### config.mk
export PLATFORM = sky130hd
export DESIGN_NAME = nes_dma_top
export DESIGN_NICKNAME = d
export VERILOG_FILES = /design/src/nes_dma_pkg.sv /design/src/dma_ifs.sv /design/src/cycle_divider.sv /design/src/dma_sequencer.sv /design/src/oam_copy_path.sv /design/src/cpu_bus_steer.sv /design/src/nes_dma_top.sv
export VERILOG_INCLUDE_DIRS = /design/src /design/src/src
export SDC_FILE = /design/constraint.sdc
export NUM_CORES = 1
export LEC_CHECK = 0
export BUFFER_PORTS_ARGS = -buffer_cell sky130_fd_sc_hd__buf_2
export CAP_MARGIN = 20
export CORE_ASPECT_RATIO = 0.5
export CORE_MARGIN = 8
export CORE_UTILIZATION = 25
export CTS_CLUSTER_SIZE = 10
export DETAILED_ROUTE_END_ITERATION = 6
export RECOVER_POWER = 100
export SLEW_MARGIN = 20
export SYNTH_ARGS = -nofsm -noshare
export SYNTH_HDL_FRONTEND = slang
export SYNTH_SLANG_ARGS = --single-unit
### constraint.sdc
create_clock -name clk -period 2.93 [get_ports clk]
set_input_delay 0.293 -clock clk [delete_from_list [all_inputs] [get_ports clk]]
set_output_delay 0.293 -clock clk [all_outputs]
set_load 0.05 [all_outputs]
### src/nes_dma_defs.svh
/* NES DMA definitions
   Fixed console constants for the CPU clock divider and the sprite DMA
   register map, plus the reset values of the divider state */
`ifndef NES_DMA_DEFS_SVH
`define NES_DMA_DEFS_SVH

// Master clocks per CPU cycle on NTSC
`define CPU_DIV 5'd12

// Divider count right after reset, first cpu_ce is 11 clocks later
`define DIV_START 5'd1

// Reset value of the CPU cycle parity, 0 is even
`define ODD_RESET 1'b0

// PPU sprite data port, target of every DMA write
`define OAM_DATA_ADDR 16'h2004

// Writing the source page here kicks off a sprite DMA
`define OAM_DMA_ADDR 16'h4014

`endif

### src/nes_dma_pkg.sv
/* NES DMA package
   Bus widths and the state encodings of the sprite and DMC DMA machines */
package nes_dma_pkg;

	// CPU side bus
	typedef logic [15:0] cpu_addr_t; // Full 6502 address
	typedef logic [7:0]  cpu_data_t; // Data byte

	// Master clock divider count, 1 to 12
	typedef logic [4:0] div_count_t;

	// Sprite DMA
	// Bit 0 set whenever the sprite DMA holds the CPU,
	// bit 1 set only while bytes are being copied
	typedef enum logic [1:0] {
		spr_idle       = 2'b00,
		spr_wait_align = 2'b01, // Paused, waiting for a read/write pair boundary
		spr_copy       = 2'b11
	} spr_state_t;

	// DMC sample fetch
	typedef enum logic {
		dmc_idle    = 1'b0,
		dmc_pending = 1'b1  // Fetch goes out on the next even cycle
	} dmc_state_t;

endpackage

### src/dma_ifs.sv
`timescale 1ns/1ps
/* DMA interfaces
   dma_ctrl_if carries the trigger and the handshake levels between the
   sequencer, the copy path and the trigger decode.
   dma_bus_if carries the DMA bus request from the copy path to the steering */
interface dma_ctrl_if import nes_dma_pkg::*; ();
	logic      copy_active;  // Sprite DMA is in its copy state
	logic      dmc_grant;    // DMC fetch owns this even cycle
	logic      page_last;    // Byte counter at FFh
	logic      sprite_start; // CPU write to 4014h, valid on cpu_ce
	cpu_data_t start_page;   // Source page for the copy

	modport seq (
		output copy_active, dmc_grant,
		input  page_last, sprite_start
	);

	modport path (
		input  copy_active, dmc_grant, sprite_start, start_page,
		output page_last
	);

	// Trigger decode side
	modport steer (
		output sprite_start, start_page
	);
endinterface

interface dma_bus_if import nes_dma_pkg::*; ();
	cpu_addr_t dma_addr;   // Address the DMA wants on the bus
	cpu_data_t dma_data;   // Byte for the 2004h write
	logic      dma_enable; // DMA takes over the bus

	modport src (
		output dma_addr, dma_data, dma_enable
	);

	modport sink (
		input dma_addr, dma_data, dma_enable
	);
endinterface

### src/cycle_divider.sv
`timescale 1ns/1ps
/* CPU cycle divider
   Divides the master clock by 12 into a one-clock CPU enable and keeps
   the even/odd parity of CPU cycles used to pair DMA reads and writes */
`include "nes_dma_defs.svh"

module cycle_divider import nes_dma_pkg::*; (
	input  logic clk,
	input  logic reset,
	output logic cpu_ce,
	output logic odd_cycle
);

	div_count_t div_cnt; // Runs 1..12
	logic       odd_q;

	// One master clock wide pulse at the top of the count
	assign cpu_ce = (div_cnt == `CPU_DIV);
	assign odd_cycle = odd_q;

	always_ff @(posedge clk) begin
		if (reset) begin
			div_cnt <= `DIV_START;
		end else if (cpu_ce) begin
			div_cnt <= `DIV_START; // Wrap back to 1
		end else begin
			div_cnt <= div_cnt + 5'd1;
		end
	end

	// Parity flips once per CPU cycle
	always_ff @(posedge clk) begin
		if (reset) begin
			odd_q <= `ODD_RESET; // First CPU cycle is even
		end else if (cpu_ce) begin
			odd_q <= ~odd_q;
		end
	end

endmodule

### src/dma_sequencer.sv
`timescale 1ns/1ps
/* DMA sequencer
   Sprite and DMC DMA state machines. Waits for the read/write alignment
   before the sprite copy, lets a DMC fetch steal an even cycle and resumes
   the copy after it, and produces the CPU pause and the DMC acknowledge */
module dma_sequencer import nes_dma_pkg::*; (
	input  logic    clk,
	input  logic    reset,
	input  logic    cpu_ce,
	input  logic    odd_cycle,
	input  logic    cpu_rnw,   // CPU is in a read cycle
	input  logic    dmc_req,   // Sample fetch request from the APU
	dma_ctrl_if.seq ctrl,
	output logic    pause_cpu,
	output logic    dmc_ack
);

	spr_state_t spr_state;
	dmc_state_t dmc_state;
	logic       dmc_grant;

	// A pending fetch always runs on an even cycle
	assign dmc_grant = (dmc_state == dmc_pending) && !odd_cycle;

	assign ctrl.dmc_grant   = dmc_grant;
	assign ctrl.copy_active = (spr_state == spr_copy);
	assign dmc_ack          = dmc_grant; // Held for the whole stolen cycle

	// CPU stays halted while any sprite work is open or a DMC request waits
	assign pause_cpu = (spr_state != spr_idle) || dmc_req;

	// DMC fetch
	always_ff @(posedge clk) begin
		if (reset) begin
			dmc_state <= dmc_idle;
		end else if (cpu_ce) begin
			case (dmc_state)
				dmc_idle: begin
					// Only accept on an even read cycle of the CPU
					if (dmc_req && cpu_rnw && !odd_cycle) begin
						dmc_state <= dmc_pending;
					end
				end
				dmc_pending: begin
					if (!odd_cycle) begin
						dmc_state <= dmc_idle; // Fetch done at end of this cycle
					end
				end
				default: dmc_state <= dmc_idle;
			endcase
		end
	end

	// Sprite DMA
	always_ff @(posedge clk) begin
		if (reset) begin
			spr_state <= spr_idle;
		end else if (cpu_ce) begin
			if (ctrl.sprite_start) begin
				spr_state <= spr_wait_align; // Pause now, copy on a pair boundary
			end else begin
				case (spr_state)
					spr_idle: spr_state <= spr_idle;
					spr_wait_align: begin
						// Next cycle is even, so the copy starts with a read
						if (cpu_rnw && odd_cycle) begin
							spr_state <= spr_copy;
						end
					end
					spr_copy: begin
						if (dmc_grant) begin
							// Stolen read, the following odd cycle is idle
							spr_state <= spr_wait_align;
						end else if (odd_cycle && ctrl.page_last) begin
							spr_state <= spr_idle; // 256th write done
						end
					end
					default: spr_state <= spr_idle;
				endcase
			end
		end
	end

endmodule

### src/oam_copy_path.sv
`timescale 1ns/1ps
/* OAM copy datapath
   Holds the source page, the byte counter and the byte latch of the sprite
   copy, and picks the address the DMA puts on the bus: DMC fetch address,
   page:counter for reads or the sprite data port for writes */
`include "nes_dma_defs.svh"

module oam_copy_path import nes_dma_pkg::*; (
	input  logic     clk,
	input  logic     reset,
	input  logic     cpu_ce,
	input  logic     odd_cycle,
	input  cpu_addr_t dmc_addr,   // DMC sample address
	input  cpu_data_t ram_din,    // Read data from the bus
	dma_ctrl_if.path ctrl,
	dma_bus_if.src   bus
);

	cpu_data_t src_page;  // High byte of the source address
	cpu_data_t byte_cnt;  // Low byte, also the copy progress
	cpu_data_t data_q;    // Byte read on the even cycle

	// Source page, loaded on the trigger
	always_ff @(posedge clk) begin
		if (cpu_ce && ctrl.sprite_start) begin
			src_page <= ctrl.start_page;
		end
	end

	// Byte counter only moves after a write, so a steal repeats the read
	always_ff @(posedge clk) begin
		if (reset) begin
			byte_cnt <= 8'h00;
		end else if (cpu_ce) begin
			if (ctrl.sprite_start) begin
				byte_cnt <= 8'h00;
			end else if (ctrl.copy_active && odd_cycle) begin
				byte_cnt <= byte_cnt + 8'h01;
			end
		end
	end

	// Grab the bus data on every copy cycle, the odd write uses the even read
	always_ff @(posedge clk) begin
		if (cpu_ce && ctrl.copy_active) begin
			data_q <= ram_din;
		end
	end

	assign ctrl.page_last = (byte_cnt == 8'hFF);

	// Address select, DMC first
	always_comb begin
		if (ctrl.dmc_grant) begin
			bus.dma_addr = dmc_addr;
		end else if (!odd_cycle) begin
			bus.dma_addr = {src_page, byte_cnt}; // Read half
		end else begin
			bus.dma_addr = `OAM_DATA_ADDR;      // Write half
		end
	end

	assign bus.dma_data   = data_q;
	assign bus.dma_enable = ctrl.copy_active || ctrl.dmc_grant;

endmodule

### src/cpu_bus_steer.sv
`timescale 1ns/1ps
/* CPU bus steering
   Decodes the CPU write to 4014h that starts a sprite DMA and puts either
   the CPU or the DMA engine onto the external address, data and strobes */
`include "nes_dma_defs.svh"

module cpu_bus_steer import nes_dma_pkg::*; (
	input  logic      cpu_ce,
	input  logic      odd_cycle,
	input  logic      cpu_rnw,
	input  cpu_addr_t cpu_addr,
	input  cpu_data_t cpu_dout,
	input  cpu_data_t ram_din,
	dma_bus_if.sink   bus,
	dma_ctrl_if.steer ctrl,
	output cpu_addr_t bus_addr,
	output cpu_data_t bus_dout,
	output cpu_data_t cpu_din,
	output logic      bus_read,
	output logic      bus_write
);

	logic dma_wr;   // DMA write half
	logic trig_hit; // CPU addresses the DMA register

	// Sprite DMA reads on even cycles and writes on odd ones,
	// a DMC fetch is always even so it reads too
	assign dma_wr = odd_cycle;

	assign trig_hit = (cpu_addr == `OAM_DMA_ADDR) && !cpu_rnw && !bus.dma_enable;

	// Trigger only counts at the end of the CPU cycle
	assign ctrl.sprite_start = cpu_ce && trig_hit;
	assign ctrl.start_page   = cpu_dout; // Written value is the page

	always_comb begin
		if (bus.dma_enable) begin
			bus_addr  = bus.dma_addr;
			bus_dout  = bus.dma_data;
			bus_read  = !dma_wr;
			bus_write = dma_wr;
		end else begin
			bus_addr  = cpu_addr;
			bus_dout  = cpu_dout;
			bus_read  = cpu_rnw;
			bus_write = !cpu_rnw;
		end
	end

	// RAM answers in the same cycle, straight back to the CPU
	assign cpu_din = ram_din;

endmodule

### src/nes_dma_top.sv
`timescale 1ns/1ps
/* NES DMA top
   CPU clock divider, sprite/DMC DMA engine and bus steering between the
   CPU and the external RAM bus */
module nes_dma_top import nes_dma_pkg::*; (
	input  logic      clk,
	input  logic      reset,
	// CPU side
	input  cpu_addr_t cpu_addr,
	input  cpu_data_t cpu_dout,
	input  logic      cpu_rnw,
	output cpu_data_t cpu_din,
	output logic      cpu_ce,
	output logic      pause_cpu,  // RDY low to the CPU
	// DMC sample fetch
	input  logic      dmc_req,
	input  cpu_addr_t dmc_addr,
	output logic      dmc_ack,
	// External RAM bus
	input  cpu_data_t ram_din,
	output cpu_addr_t bus_addr,
	output cpu_data_t bus_dout,
	output logic      bus_read,
	output logic      bus_write
);

	logic odd_cycle;

	dma_ctrl_if i_ctrl_if ();
	dma_bus_if  i_bus_if ();

	cycle_divider i_cycle_divider (
		.clk       (clk),
		.reset     (reset),
		.cpu_ce    (cpu_ce),
		.odd_cycle (odd_cycle)
	);

	dma_sequencer i_dma_sequencer (
		.clk       (clk),
		.reset     (reset),
		.cpu_ce    (cpu_ce),
		.odd_cycle (odd_cycle),
		.cpu_rnw   (cpu_rnw),
		.dmc_req   (dmc_req),
		.ctrl      (i_ctrl_if),
		.pause_cpu (pause_cpu),
		.dmc_ack   (dmc_ack)
	);

	oam_copy_path i_oam_copy_path (
		.clk       (clk),
		.reset     (reset),
		.cpu_ce    (cpu_ce),
		.odd_cycle (odd_cycle),
		.dmc_addr  (dmc_addr),
		.ram_din   (ram_din),    // Same data the CPU would see
		.ctrl      (i_ctrl_if),
		.bus       (i_bus_if)
	);

	cpu_bus_steer i_cpu_bus_steer (
		.cpu_ce    (cpu_ce),
		.odd_cycle (odd_cycle),
		.cpu_rnw   (cpu_rnw),
		.cpu_addr  (cpu_addr),
		.cpu_dout  (cpu_dout),
		.ram_din   (ram_din),
		.bus       (i_bus_if),
		.ctrl      (i_ctrl_if),
		.bus_addr  (bus_addr),
		.bus_dout  (bus_dout),
		.cpu_din   (cpu_din),
		.bus_read  (bus_read),
		.bus_write (bus_write)
	);

endmodule

Word level (Yosys, flattened, before mapping):

Cells that the tools add are included.

* add/sub/neg operators: 2
* equality and inequality tests: 7
* muxes and demuxes: 16
* bitwise operators: 2
* reductions and logical operators: 21

Operator list (number)
* $mux 16: 3
* $mux 8: 3
* $eq 16x15->1 const B: 1
* $logic_and 1x1->1: 11
* $add 8x1->8 const B: 1
* $eq 8x8->1 const B: 1
* $mux 2: 4
* $add 5x1->5 const B: 1
* $eq 5x4->1 const B: 1
* $mux 1: 4
* $ne 4x4->1 const B: 1
* $pmux 2 s2: 1
* $reduce_bool 2->1: 2
* $logic_not 1->1: 3
* $ne 3x1->1 const B: 1
* $reduce_and 3->1: 1
* $eq 2x1->1 const B: 1
* $eq 2x2->1 const B: 1
* $logic_or 1x1->1: 2
* $not 1->1: 2
* $pmux 1 s2: 1
* $reduce_and 2->1: 1
* $reduce_or 2->1: 1

* register bits: 33
* input port bits: 52
* output and inout port bits: 37
* word-level logic and storage cells: 55

Depth between registers and ports, before layout:

Gate-level depths: netlist (run 1).

* word-level depth: 8
* mapped depth: 7

Hierarchy:

Synthesis (run 1) repeated with hierarchy kept, for this count alone.

* cells, all modules: 205
* area, all modules: 2085.8 um^2

Modules (own cells, without submodules)
* oam_copy_path: instances 1, cells each 106, area an instance 1126.1 um^2
* cpu_bus_steer: instances 1, cells each 52, area an instance 489.2 um^2
* cycle_divider: instances 1, cells each 27, area an instance 287.8 um^2
* dma_sequencer: instances 1, cells each 20, area an instance 182.7 um^2

Least setup slack after synthesis (run 1):

No wires, ideal clock.

* path kind: flip-flop to output port
* start point: register i_dma_sequencer.spr_state[0]
* end point: output bus_write
* arrival time: 2430 ps
* path slack: 207 ps
* cell stages (with the launch flop): 5
* path buffers: 0
* path through: dfxtp_1 -> and2_1 -> nor2_1 -> o21ai_0 -> inv_1

* longest elaborated chain between the ends: 3

RTL lines
* from (decl): RTL line dma_sequencer.sv:18 `spr_state_t spr_state;`
* from (signal assigned): RTL line dma_sequencer.sv:57 `spr_state <= spr_idle;`
* from (signal assigned): RTL line dma_sequencer.sv:60 `spr_state <= spr_wait_align;`
* from (signal assigned): RTL line dma_sequencer.sv:63 `spr_idle: spr_state <= spr_idle;`
* $eq 2x2->1: RTL line dma_sequencer.sv:26 `assign ctrl.copy_active = (spr_state == spr_copy);`
* $logic_or 1x1->1: RTL line oam_copy_path.sv:64 `assign bus.dma_enable = ctrl.copy_active || ctrl.dmc_grant;`
* $mux 1: RTL line cpu_bus_steer.sv:37 `if (bus.dma_enable) begin`
* to (decl): RTL line nes_dma_top.sv:24 `output logic bus_write`

Every way passes these cells.

Worst setup path after layout (run 1):

* start point: register i_dma_sequencer.spr_state[0]
* end point: output bus_addr[9]

* longest elaborated chain between the ends: 3

RTL lines
* $eq 2x2->1: RTL line dma_sequencer.sv:26
* $logic_or 1x1->1: RTL line oam_copy_path.sv:64
* $mux 16: RTL line cpu_bus_steer.sv:37
* to (decl): RTL line nes_dma_top.sv:21 `output cpu_addr_t bus_addr,`

Every way passes these cells.

==> results of run 1 <==
cell usage after synthesis, drive strengths merged (6+ instances only):
library cell,n
a21oi,6
a22oi,28
buf,15
dfxtp,17
edfxtp,16
inv,7
mux2,8
nand2,11
nand3,8
nor2,15
nor3,7
o21ai,16
xnor2,8
stage by stage:
step,worst slack [ns],instances
detailed placement,0.8284,368
global route,0.1767,376
floorplan,0.2068,197
finish,0.2891,376
global placement,0.8402,368
CTS,0.5275,376
path summary, 6_finish.rpt:
path | cells past startpoint | end
worst max-delay path | 5 | bus_addr[9]
worst min-delay path | 1 | i_oam_copy_path.src_page[2]
worst max register to register | 5 | i_oam_copy_path.byte_cnt[4]
worst min register to register | 1 | i_cycle_divider.div_cnt[0]
power groups by stage:
stage / combinational, mW / sequential (mW) / clock [mW]
final: 0.200 / 0.494 / 0.496
after global routing: 0.212 / 0.495 / 0.522
after CTS: 0.212 / 0.495 / 0.505
after detailed placement: 0.212 / 0.505 / 0
after global placement: 0.208 / 0.504 / 0
after floorplan: 0.140 / 0.504 / 0
logic make-up after synthesis:
group           Yosys count  share of synthesized area
flops                    33                     0.4274
fa+ha+maj                 3                    0.01955
xor+xnor                  9                    0.04104
simple gates             59                     0.1779
compound gates           60                     0.2163
mux                       8                    0.04691
buf+inv                  25                    0.07101
layer usage:
layer | vias to the layer above | global-route usage | routed length (um)
li1 | 904 | - | -
met1 | 863 | 0.1147 | 2627
met2 | 41 | 0.1957 | 3129
met3 | 2 | 0.01954 | 158
met4 | 0 | 0.03545 | 36
met5 | - | 0 | 0
cell type report:
class                           count  area share
Multi-Input combinational cell    139      0.3758
Sequential cell                    33      0.3345
Timing Repair Buffer               92      0.1708
Clock buffer                        7     0.05405
Tap cell                           96     0.04895
Inverter                            8     0.01428
Clock inverter                      1    0.001530
worst max-delay path, stage by stage, from the launching register on:
cell	delay [ns]
sky130_fd_sc_hd__dfxtp_1	0.42
sky130_fd_sc_hd__nand2_1	0.26
sky130_fd_sc_hd__nor2_2	0.52
sky130_fd_sc_hd__a22oi_1	0.13
sky130_fd_sc_hd__o21ai_0	0.23
sky130_fd_sc_hd__clkbuf_1	0.50
registers in the layout, summed over array words and instances, names as in the netlist:
signal and flops:
i_cycle_divider.div_cnt 5, i_cycle_divider.odd_cycle 1, i_dma_sequencer.dmc_state 1, i_dma_sequencer.spr_state 2, i_oam_copy_path.bus.dma_data 8, i_oam_copy_path.byte_cnt 8
i_oam_copy_path.src_page 8
==> summary.txt, run 1 <==
Worst setup path
  • Critical Path RT: between 2 and 3 ns
  • Worst Path Arrival: around 2.4 ns
  • Reg-to-reg setup timing slack: approximately 0.47 ns
  • CP Max Fanout: 14
  • Category of the most critical setup path: flop to primary output
  • Origin of the critical flop-to-flop path: i_cycle_divider.div_cnt[0]
  • Launching instance or port of the critical path: i_dma_sequencer.spr_state[0]
  • Type of element launching the critical path: flop
  • Type of destination of the critical path: primary output

Finish
  • Core Util, Final: 0.3326
  • Final Net Count: between 300 and 400
  • Commonest cells after routing, fill and taps aside: 50 x sky130_fd_sc_hd__buf_2, 41 x sky130_fd_sc_hd__clkbuf_1, 28 x sky130_fd_sc_hd__a22oi_1
  • Leading cell type in the layout, fill and taps excluded: sky130_fd_sc_hd__buf_2
  • Area delta synth->final: 27.75%
  • Area occupied by multi-input gates: 922.1 sq um
  • Post-route design area: ~2500 sq um
  • Sequential cell area: about 820 sq um
  • Ratio of cells with drive above 1 in the final layout: 0.2607
  • Filler Cell Count: ~800
  • ANT cells: 0

Timing
  • Aggregate negative setup slack: 0 ns
  • Worst Tran Pin Value: approximately 0.85 ns
  • Setup repair after global routing missed its margin: no
  • Final period utilization: 0.9013
  • Fmax: about 0.38 GHz
  • Final hold slack: 0.2077 ns
  • Clock Skews: 0.004663 ns
  • Relative max-transition margin: 0.4240
  • Final hold violation count: 0
  • Number of max-slew violations in the final report: 0
  • Final period demand of the worst path: 2.641 ns
  • Count of endpoints failing setup in the final report: 0

Synthesis
  • Largest area contributor in the synthesized netlist: sky130_fd_sc_hd__edfxtp_1
  • Syn Nets: roughly 250
  • Post-synthesis average cell area: roughly 9.7 sq um
  • Async set-or-reset flop fraction in the synthesized netlist: 0
  • Sequential element share of the synthesized area: 0.4274
  • Number of flip-flops and latches in the synthesized netlist: 33
  • Post-synth top area share: 0.2502
  • EDFF count, synth: 16
  • Post-Syn Instances: a little under 200
  • Netlist cell types: 43
  • Dominant synthesized flop cell: sky130_fd_sc_hd__dfxtp_1
  • Most area-consuming cells after synthesis: sky130_fd_sc_hd__edfxtp_1 25%, sky130_fd_sc_hd__dfxtp_1 18%, sky130_fd_sc_hd__a22oi_1 11%
  • Summed instance area of the synthesized netlist: a little under 2000 sq um
  • Synth Warn #: 0

Power
  • Internal portion of total power: 857.1 uW
  • Clock share of power: 0.416
  • IR drop worst, VDD: about 0.19 mV
  • Sequential share of power: 0.415
  • Fraction of power spent switching nets: 0.2799
  • Power per Cell Area: about 490 nW/um^2
  • Leakage power total: approximately 0.87 nW
  • Overall Power: roughly 1.2 mW
  • Switching power total: between 300 and 400 uW
  • Combinational share of power: 0.168

Clock network
  • Master cell of the clock root buffer: sky130_fd_sc_hd__clkbuf_16
  • Latest clock arrival within the worst-skew pair: around 0.27 ns
  • TritonCTS clock tree: built
  • Clock transition at path regs: approximately 0.05 ns
  • Cts bufs inserted: 5
  • Count of cells resized by post-cts repair: 0
  • CTS H-tree depth: 2
  • Hold-fix buffer count after cts: 0
  • Clock Path Buffers: 2
  • Count of clock tree sinks: 33
  • Post-CTS setup buffer count: 0

Global routing
  • Via count of the first global-routing pass: about 1900
  • GR Util All Layers: 0.1032
  • Maximum number of pins on one net before global-route repair: 19
  • Total grt overflow: 0
  • First-pass GRT wire length: around 9.2 mm
  • Antenna violations before repair: 0

Floorplan
  • Placement row count: 22
  • Total I/O pin count: 89
  • Core ar.: ~7400 sq um
  • Die outline height: a little under 80 um
  • Initial core utilization: 0.2603
  • Die area: 10910 sq um
  • Horiz. Die Dim: 140.0 um

Routing
  • Number of search-and-repair iterations in the first detailed-routing pass: 4
  • Via-to-Cell Ratio: ~4.8
  • Residual antenna-violating net count after detailed routing: 0
  • Via Count: between 1500 and 2000
  • Per-cell routed wire length: approximately 16 um
  • Drt total wl: just under 6 mm
  • Residual DRC: 0
  • Initial DRC count: 126

Job
  • Max-cap check violation count: 0

Place
  • Placement Cell Area: 2416 sq um
  • I/O Buffers: slightly below 90
  • Half-perimeter wire length after placement: between 4 and 5 mm
  • Last weighted congestion value of the routability-driven placer: approximately 0.85

Hold path
  • Startpoint of the worst hold path: cpu_dout[2]
  • Hold Path Class: primary input to flop

Run status
  • Run status: finished, final reports clean
Note: power is estimated with default switching activity, not from simulation.
==> inputs of run 2 (changes only) <==
--- a/config.mk
+++ b/config.mk
@@ -13,6 +13,7 @@
 export CORE_UTILIZATION = 25
 export CTS_CLUSTER_SIZE = 10
 export DETAILED_ROUTE_END_ITERATION = 6
+export MAX_ROUTING_LAYER = met4
 export RECOVER_POWER = 100
 export SLEW_MARGIN = 20
 export SYNTH_ARGS = -nofsm -noshare
==> summary.txt, run 2 (same netlist as run 1, synthesis figures left out) <==
Power
  • Power per Cell Area: 481.0 nW/um^2 (-0.85%)
  • Leakage power total: 0.9005 nW (+3.4%)
  • IR drop worst, VDD: 0.2340 mV (+24%)

Finish
  • Commonest cells after routing, fill and taps aside: 46 x sky130_fd_sc_hd__buf_2, 30 x sky130_fd_sc_hd__clkbuf_1, 28 x sky130_fd_sc_hd__a22oi_1
  • Leading cell type in the layout, fill and taps excluded: sky130_fd_sc_hd__buf_2
  • Area delta synth->final: 28.92%
  • Final Net Count: 334 (unchanged)
  • Ratio of cells with drive above 1 in the final layout: 0.3000 (+0.03929)
  • ANT cells: 0 (unchanged)
  • Count of non-filler cells in the finished layout: 376 (unchanged)
  • Post-route design area: 2476 sq um (+0.92%)
  • Core Util, Final: 0.3357 (+0.003053)
  • Filler Cell Count: 785 (-1.5%)

Timing
  • Final hold violation count: 0 (unchanged)
  • Number of max-slew violations in the final report: 0 (unchanged)
  • Fmax: 0.3762 GHz (-0.64%)
  • Clock Skews: 0.006447 ns (+0.001785 ns)
  • Setup repair after global routing missed its margin: no
  • Count of endpoints failing setup in the final report: 0 (unchanged)
  • Worst Tran Pin Value: 0.8858 ns (+0.03116 ns)
  • Final period utilization: 0.9072 (+0.005840)
  • Post-route setup slack: 0.2720 ns (-0.01711 ns)
  • Relative max-transition margin: 0.4030 (-0.02100)
  • Final period demand of the worst path: 2.658 ns (+0.01711 ns)
  • Aggregate negative setup slack: 0 ns (unchanged)

Global routing
  • GR Util All Layers: 0.1123 (+0.009094)
  • Maximum number of pins on one net before global-route repair: 19 (unchanged)
  • First-pass GRT wire length: 9.756 mm (+5.6%)
  • Antenna violations before repair: 0 (unchanged)
  • Via count of the first global-routing pass: 1984 (+3.5%)
  • Total grt overflow: 0 (unchanged)

Routing
  • Number of search-and-repair iterations in the first detailed-routing pass: 4 (unchanged)
  • Initial DRC count: 162 (+29%)
  • Residual DRC: 0 (unchanged)
  • Residual antenna-violating net count after detailed routing: 0 (unchanged)
  • Via-to-Cell Ratio: 4.846 (+0.66%)
  • Drt total wl: 6.070 mm (+2.0%)
  • Via Count: 1822 (+0.66%)
  • Per-cell routed wire length: 16.14 um (+2.0%)

Clock network
  • Post-CTS setup buffer count: 0 (unchanged)
  • TritonCTS clock tree: built
  • Cts bufs inserted: 5 (unchanged)
  • Hold-fix buffer count after cts: 0 (unchanged)
  • Count of clock tree sinks: 33 (unchanged)
  • Count of cells resized by post-cts repair: 0 (unchanged)
  • Latest clock arrival within the worst-skew pair: 0.27 ns (about the same)
  • Clock Path Buffers: 2 (unchanged)
  • CTS H-tree depth: 2 (unchanged)
  • Master cell of the clock root buffer: sky130_fd_sc_hd__clkbuf_16
  • Clock transition at path regs: 0.06 ns (about the same)

Worst setup path
  • Origin of the critical flop-to-flop path: i_cycle_divider.div_cnt[0]
  • Category of the most critical setup path: flop to primary output
  • Critical Path RT: 2.64 ns (about the same)
  • Capturing point of the worst reg2reg path: i_oam_copy_path.byte_cnt[0]
  • Worst Path Arrival: 2.37 ns (+0.02 ns)
  • Type of element launching the critical path: flop
  • Type of destination of the critical path: primary output
  • CP Max Fanout: 13 (-1)
  • Reg-to-reg setup timing slack: 0.36 ns (-0.11 ns)
  • Register-to-Register Path Depth: 5 (unchanged)

Place
  • Last weighted congestion value of the routability-driven placer: 0.8460 (-0.27%)
  • Half-perimeter wire length after placement: 4.869 mm (+2.6%)
  • Placement Cell Area: 2416 sq um (unchanged)
  • Post-placement cell count: 368 (unchanged)
  • Post-placement worst setup slack: 0.7908 ns (-0.03760 ns)
  • I/O Buffers: 88 (unchanged)

Hold path
  • Hold Path Class: primary input to flop
  • Cell depth of the worst min-delay path: 1 (unchanged)
  • End of the worst hold path: i_oam_copy_path.bus.dma_data[1]
  • Startpoint of the worst hold path: ram_din[1]

Floorplan
  • Total I/O pin count: 89 (unchanged)
  • Horiz. Die Dim: 140.0 um (unchanged)
  • Die outline height: 77.98 um (unchanged)
  • Placement row count: 22 (unchanged)
  • Die area: 10910 sq um (unchanged)
  • Core ar.: 7377 sq um (unchanged)
  • Initial core utilization: 0.2603 (unchanged)

Job
  • Max-cap check violation count: 0 (unchanged)

Run status
  • Run status: finished, final reports clean
==> run 2: cell count changes in the layout (fill, tap and decap cells not counted) <==
| cell | delta |
|---|---|
| sky130_fd_sc_hd__clkbuf_2 | +13 |
| sky130_fd_sc_hd__nand3_1 | -1 |
| sky130_fd_sc_hd__or4_1 | +1 |
| sky130_fd_sc_hd__buf_2 | -4 |
| sky130_fd_sc_hd__or4_4 | -1 |
| sky130_fd_sc_hd__clkinv_1 | -1 |
| sky130_fd_sc_hd__clkinv_2 | +2 |
| sky130_fd_sc_hd__clkbuf_1 | -11 |
| sky130_fd_sc_hd__nand3_4 | +1 |
| sky130_fd_sc_hd__buf_1 | +1 |
==> run 2: how the worst max path moves through the flow <==
| stage | start | end | cells after the start |
|---|---|---|---|
| 6_report | i_cycle_divider.odd_cycle | bus_dout[2] | 4 |
| 5_1_grt | i_dma_sequencer.spr_state[0] | bus_addr[4] | 5 |
| 4_1_cts | i_cycle_divider.odd_cycle | bus_addr[8] | 5 |
| 3_5_place_dp | i_cycle_divider.odd_cycle | bus_addr[8] | 5 |
| 3_3_place_gp | i_dma_sequencer.spr_state[0] | bus_addr[3] | 5 |
| 2_1_floorplan | i_dma_sequencer.spr_state[0] | bus_write | 4 |
==> run 2: layout make-up <==
| cell class | instances | area [sq um] | area share |
|---|---|---|---|
| flip-flops and latches | 33 | 820.8 | 0.3315 |
| clock buffers | 6 | 128.9 | 0.05205 |
| well taps | 96 | 120.1 | 0.04851 |
| clock inverters | 2 | 10.01 | 0.004042 |
| inverters | 8 | 35.03 | 0.01415 |
| multi-input cells | 139 | 930.9 | 0.3759 |
| repair buffers | 92 | 430.4 | 0.1738 |
==> run 2: metrics by stage <==
step	hold slack (ns)	power (mW)
CTS	0.2034	1.214
global route	0.2026	1.238
finish	0.2129	1.191
floorplan	0.3621	0.6434
global placement	0.4141	0.7123
detailed placement	0.4258	0.7159
==> run 2: routing by layer <==
| metal | routed length [um] | track usage | share of wire | up-vias |
|---|---|---|---|---|
| met5 | 0 | - | 0 | - |
| met4 | 55 | 0.03222 | 0.0091 | 0 |
| met3 | 120 | 0.01648 | 0.020 | 4 |
| met2 | 3130 | 0.2034 | 0.52 | 41 |
| met1 | 2763 | 0.1276 | 0.46 | 874 |
| li1 | - | - | - | 903 |
==> run 2: where the power goes <==
group          internal [mW]  switching (mW)  leakage, nW
logic                 0.0579           0.144        0.548
clock network          0.312           0.182       0.0706
registers              0.489         0.00587        0.281
total                  0.858           0.333        0.900
==> run 2: worst max-delay path, cell delays in order (launching register included) <==
cell and delay (ns):
sky130_fd_sc_hd__dfxtp_1 0.62, sky130_fd_sc_hd__nand2b_1 0.30, sky130_fd_sc_hd__nand2_1 0.36, sky130_fd_sc_hd__mux2_2 0.34
sky130_fd_sc_hd__clkbuf_1 0.47
==> inputs of run 3 (changes only) <==
--- a/config.mk
+++ b/config.mk
@@ -6,6 +6,7 @@
 export SDC_FILE = /design/constraint.sdc
 export NUM_CORES = 1
 export LEC_CHECK = 0
+export ABC_AREA = 1
 export BUFFER_PORTS_ARGS = -buffer_cell sky130_fd_sc_hd__buf_2
 export CAP_MARGIN = 20
 export CORE_ASPECT_RATIO = 0.5
==> summary.txt, run 3 <==
Clock network
  • CTS H-tree depth: 2 (unchanged)
  • Hold-fix buffer count after cts: 0 (unchanged)
  • TritonCTS clock tree: built
  • Clock Path Buffers: 2 (unchanged)
  • Post-CTS setup buffer count: 0 (unchanged)
  • Count of cells resized by post-cts repair: 0 (unchanged)
  • Count of clock tree sinks: 33 (unchanged)
  • Clock transition at path regs: 0.06 ns (about the same)
  • Cts bufs inserted: 5 (unchanged)
  • Latest clock arrival within the worst-skew pair: 0.28 ns (about the same)
  • Master cell of the clock root buffer: sky130_fd_sc_hd__clkbuf_16

Floorplan
  • Die outline height: 80.63 um (+3.4%)
  • Core ar.: 8058 sq um (+9.2%)
  • Total I/O pin count: 89 (unchanged)
  • Horiz. Die Dim: 145.3 um (+3.8%)
  • Die area: 11710 sq um (+7.3%)
  • Initial core utilization: 0.2592 (-0.001184)
  • Placement row count: 23 (+4.5%)

Synthesis
  • Share of synthesized cell area in full adder, half adder and majority cells: 0.01797 (-0.001569)
  • EDFF count, synth: 16 (unchanged)
  • Largest area contributor in the synthesized netlist: sky130_fd_sc_hd__edfxtp_1
  • Summed instance area of the synthesized netlist: 2088 sq um (+8.7%)
  • Post-synthesis average cell area: 7.276 sq um (-25%)
  • Synth Warn #: 0 (unchanged)
  • Netlist cell types: 31 (-28%)
  • Cell types with the highest counts after synthesis: 85 x sky130_fd_sc_hd__nand2_1, 30 x sky130_fd_sc_hd__nor2_1, 29 x sky130_fd_sc_hd__nand3_1
  • Async set-or-reset flop fraction in the synthesized netlist: 0 (unchanged)
  • Share of synthesized cell area in and, or, nand and nor gates: 0.3895 (+0.2116)
  • Dominant combinational cell family by area after synthesis: simple AND/OR/NAND/NOR gates
  • Number of flip-flops and latches in the synthesized netlist: 33 (unchanged)
  • Synth Area in XOR/XNOR: 0.01678 (-0.02427)
  • Synth Area in Compound Gates: 0.07909 (-0.1372)
  • Dominant synthesized flop cell: sky130_fd_sc_hd__dfxtp_1
  • Multiplexer share of the synthesized area: 0 (-0.04691)
  • Most area-consuming cells after synthesis: sky130_fd_sc_hd__edfxtp_1 23%, sky130_fd_sc_hd__dfxtp_1 16%, sky130_fd_sc_hd__nand2_1 15%
  • Syn Nets: 342 (+36%)
  • Sequential element share of the synthesized area: 0.3930 (-0.03431)
  • Post-synth top area share: 0.2301 (-0.02008)
  • Post-Syn Instances: 287 (+46%)
  • Most repeated cell in the gate-level netlist after synthesis: sky130_fd_sc_hd__nand2_1

Timing
  • Relative max-transition margin: 0.4689 (+0.06593)
  • Worst Tran Pin Value: 0.7937 ns (-0.09214 ns)
  • Final hold slack: 0.2029 ns (-0.009941 ns)
  • Fmax: 0.3987 GHz (+6.0%)
  • Number of max-slew violations in the final report: 0 (unchanged)
  • Setup repair after global routing missed its margin: no
  • Count of endpoints failing setup in the final report: 0 (unchanged)
  • Final hold violation count: 0 (unchanged)
  • Final period utilization: 0.8560 (-0.05113)
  • Clock Skews: 0.003856 ns (-0.002591 ns)
  • Aggregate negative setup slack: 0 ns (unchanged)
  • Final period demand of the worst path: 2.508 ns (-0.1498 ns)

Run status
  • Run status: finished, final reports clean

Finish
  • Ratio of cells with drive above 1 in the final layout: 0.2392 (-0.06075)
  • Area delta synth->final: 30.56%
  • Leading cell type in the layout, fill and taps excluded: sky130_fd_sc_hd__nand2_1
  • Filler Cell Count: 892 (+14%)
  • ANT cells: 0 (unchanged)
  • Commonest cells after routing, fill and taps aside: 86 x sky130_fd_sc_hd__nand2_1, 55 x sky130_fd_sc_hd__buf_2, 33 x sky130_fd_sc_hd__nor2_1, 33 x sky130_fd_sc_hd__clkbuf_1, 29 x sky130_fd_sc_hd__nand3_1
  • Post-route design area: 2726 sq um (+10%)
  • Final Net Count: 426 (+28%)

Worst setup path
  • Critical Path RT: 2.64 ns (about the same)
  • CP Max Fanout: 21 (+8)
  • Type of element launching the critical path: flop
  • Worst Path Arrival: 2.22 ns (-0.15 ns)
  • Crit path max-delay family: buffers and inverters
  • Path length in cells of the critical path: 8 (+4)
  • Type of destination of the critical path: primary output
  • Top cell by count, worst path: sky130_fd_sc_hd__nand2_1
  • Total buffers and inverters traversed by the critical path: 4 (+3)
  • Category of the most critical setup path: flop to primary output
  • List of cells traversed by the critical path: inv_2, nand2_4, nand2_1, buf_4, inv_1, nand2_1, nand3_1, clkbuf_1
  • Register-to-Register Path Depth: 9 (+4)
  • Max stage delay on crit path: 0.48 ns (-0.14 ns)
  • CP max-delay cell: sky130_fd_sc_hd__clkbuf_1

Global routing
  • First-pass GRT wire length: 10.35 mm (+6.1%)
  • Via count of the first global-routing pass: 2075 (+4.6%)
  • GR Util All Layers: 0.1131 (+0.0008150)
  • Antenna violations before repair: 0 (unchanged)
  • Total grt overflow: 0 (unchanged)
  • Maximum number of pins on one net before global-route repair: 22 (+3)

Power
  • IR drop worst, VDD: 0.2596 mV (+11%)
  • Power per Cell Area: 515.0 nW/um^2 (+7.1%)
  • Overall Power: 1.404 mW (+18%)
  • Leakage power total: 1.163 nW (+29%)

Place
  • Last weighted congestion value of the routability-driven placer: 0.8530 (+0.83%)
  • I/O Buffers: 88 (unchanged)
  • Placement Cell Area: 2603 sq um (+7.7%)
  • Half-perimeter wire length after placement: 5.431 mm (+12%)

Routing
  • Drt total wl: 6.589 mm (+8.6%)
  • Residual antenna-violating net count after detailed routing: 0 (unchanged)
  • Via Count: 2080 (+14%)
  • Initial DRC count: 114 (-30%)
  • Per-cell routed wire length: 13.61 um (-16%)
  • Residual DRC: 0 (unchanged)
  • Via-to-Cell Ratio: 4.298 (-11%)
  • Number of search-and-repair iterations in the first detailed-routing pass: 4 (unchanged)

Hold path
  • Hold Path Class: primary input to flop
  • Cell depth of the worst min-delay path: 1 (unchanged)

Job
  • Max-cap check violation count: 0 (unchanged)
==> run 3: changes by cell type in the layout (fill, tap and decap cells not counted), sizes merged, moves of 5 or more <==
cell / previous run / this run
clkbuf: 48 / 38
nor3: 7 / 2
buf: 50 / 57
inv: 7 / 35
nand2: 11 / 91
o221ai: 0 / 5
nor2: 15 / 40
xnor2: 8 / 2
o21ai: 16 / 3
a21oi: 6 / 13
mux2: 8 / 0
a22oi: 28 / 0
nand3: 8 / 33
==> run 3: stage by stage <==
step                      instances    util  worst slack (ns)
after floorplan                 287       -            0.7508
after global placement          476  0.3230             1.074
after detailed placement        476  0.3230             1.038
after CTS                       484  0.3471            0.7379
after global routing            484  0.3384            0.2909
final                           484  0.3384            0.4218
==> run 3: cell families (layout without fill, tap and decap cells) <==
family                   after synthesis  in the layout
buffers and inverters                 49            134
flip-flops                            33             33
AND/OR/NAND/NOR                      172            172
AO/OA/AOI/OAI                         26             26
adder cells (fa/ha/maj)                3              3
XOR/XNOR                               4              4
==> run 3: worst paths after layout <==
check	start	end	slack, ns
worst max-delay path	i_cycle_divider.odd_cycle	bus_addr[11]	0.42
worst min-delay path	ram_din[4]	i_oam_copy_path.bus.dma_data[4]	0.20
worst min register to register	i_cycle_divider.div_cnt[0]	i_cycle_divider.div_cnt[0]	0.42
worst max register to register	i_cycle_divider.div_cnt[0]	i_oam_copy_path.byte_cnt[2]	0.80
==> run 3: cell type report <==
class | instances | area, sq um | share of cell area
Multi-Input combinational cell | 205 | 1022 | 0.3749
Sequential cell | 33 | 820.8 | 0.3011
Timing Repair Buffer | 90 | 414.1 | 0.1519
Tap cell | 112 | 140.1 | 0.05140
Inverter | 36 | 135.1 | 0.04956
Clock buffer | 5 | 125.1 | 0.04589
Clock inverter | 3 | 68.82 | 0.02524
==> run 3: metal layers <==
layer,up-vias,global-route usage,routed length [um]
li1,1091,-,-
met1,939,0.1327,3000
met2,37,0.1931,3292
met3,13,0.02130,163
met4,0,0.04222,133
met5,-,-,0
==> run 3: worst register-to-register path, cell delays in order (launching register included) <==
cell	delay (ns)
sky130_fd_sc_hd__dfxtp_1	0.33
sky130_fd_sc_hd__inv_1	0.06
sky130_fd_sc_hd__ha_1	0.18
sky130_fd_sc_hd__nand2_1	0.06
sky130_fd_sc_hd__nor2_1	0.60
sky130_fd_sc_hd__nand3_4	0.13
sky130_fd_sc_hd__nor2_4	0.31
sky130_fd_sc_hd__nor2_1	0.18
sky130_fd_sc_hd__o21ai_0	0.11
sky130_fd_sc_hd__nor2_1	0.07
==> run 3: where the power goes <==
part / internal [mW] / switching (mW) / total (mW)
Combinational: 0.0574 / 0.156 / 0.213
Sequential: 0.489 / 0.00604 / 0.495
Clock: 0.490 / 0.206 / 0.696
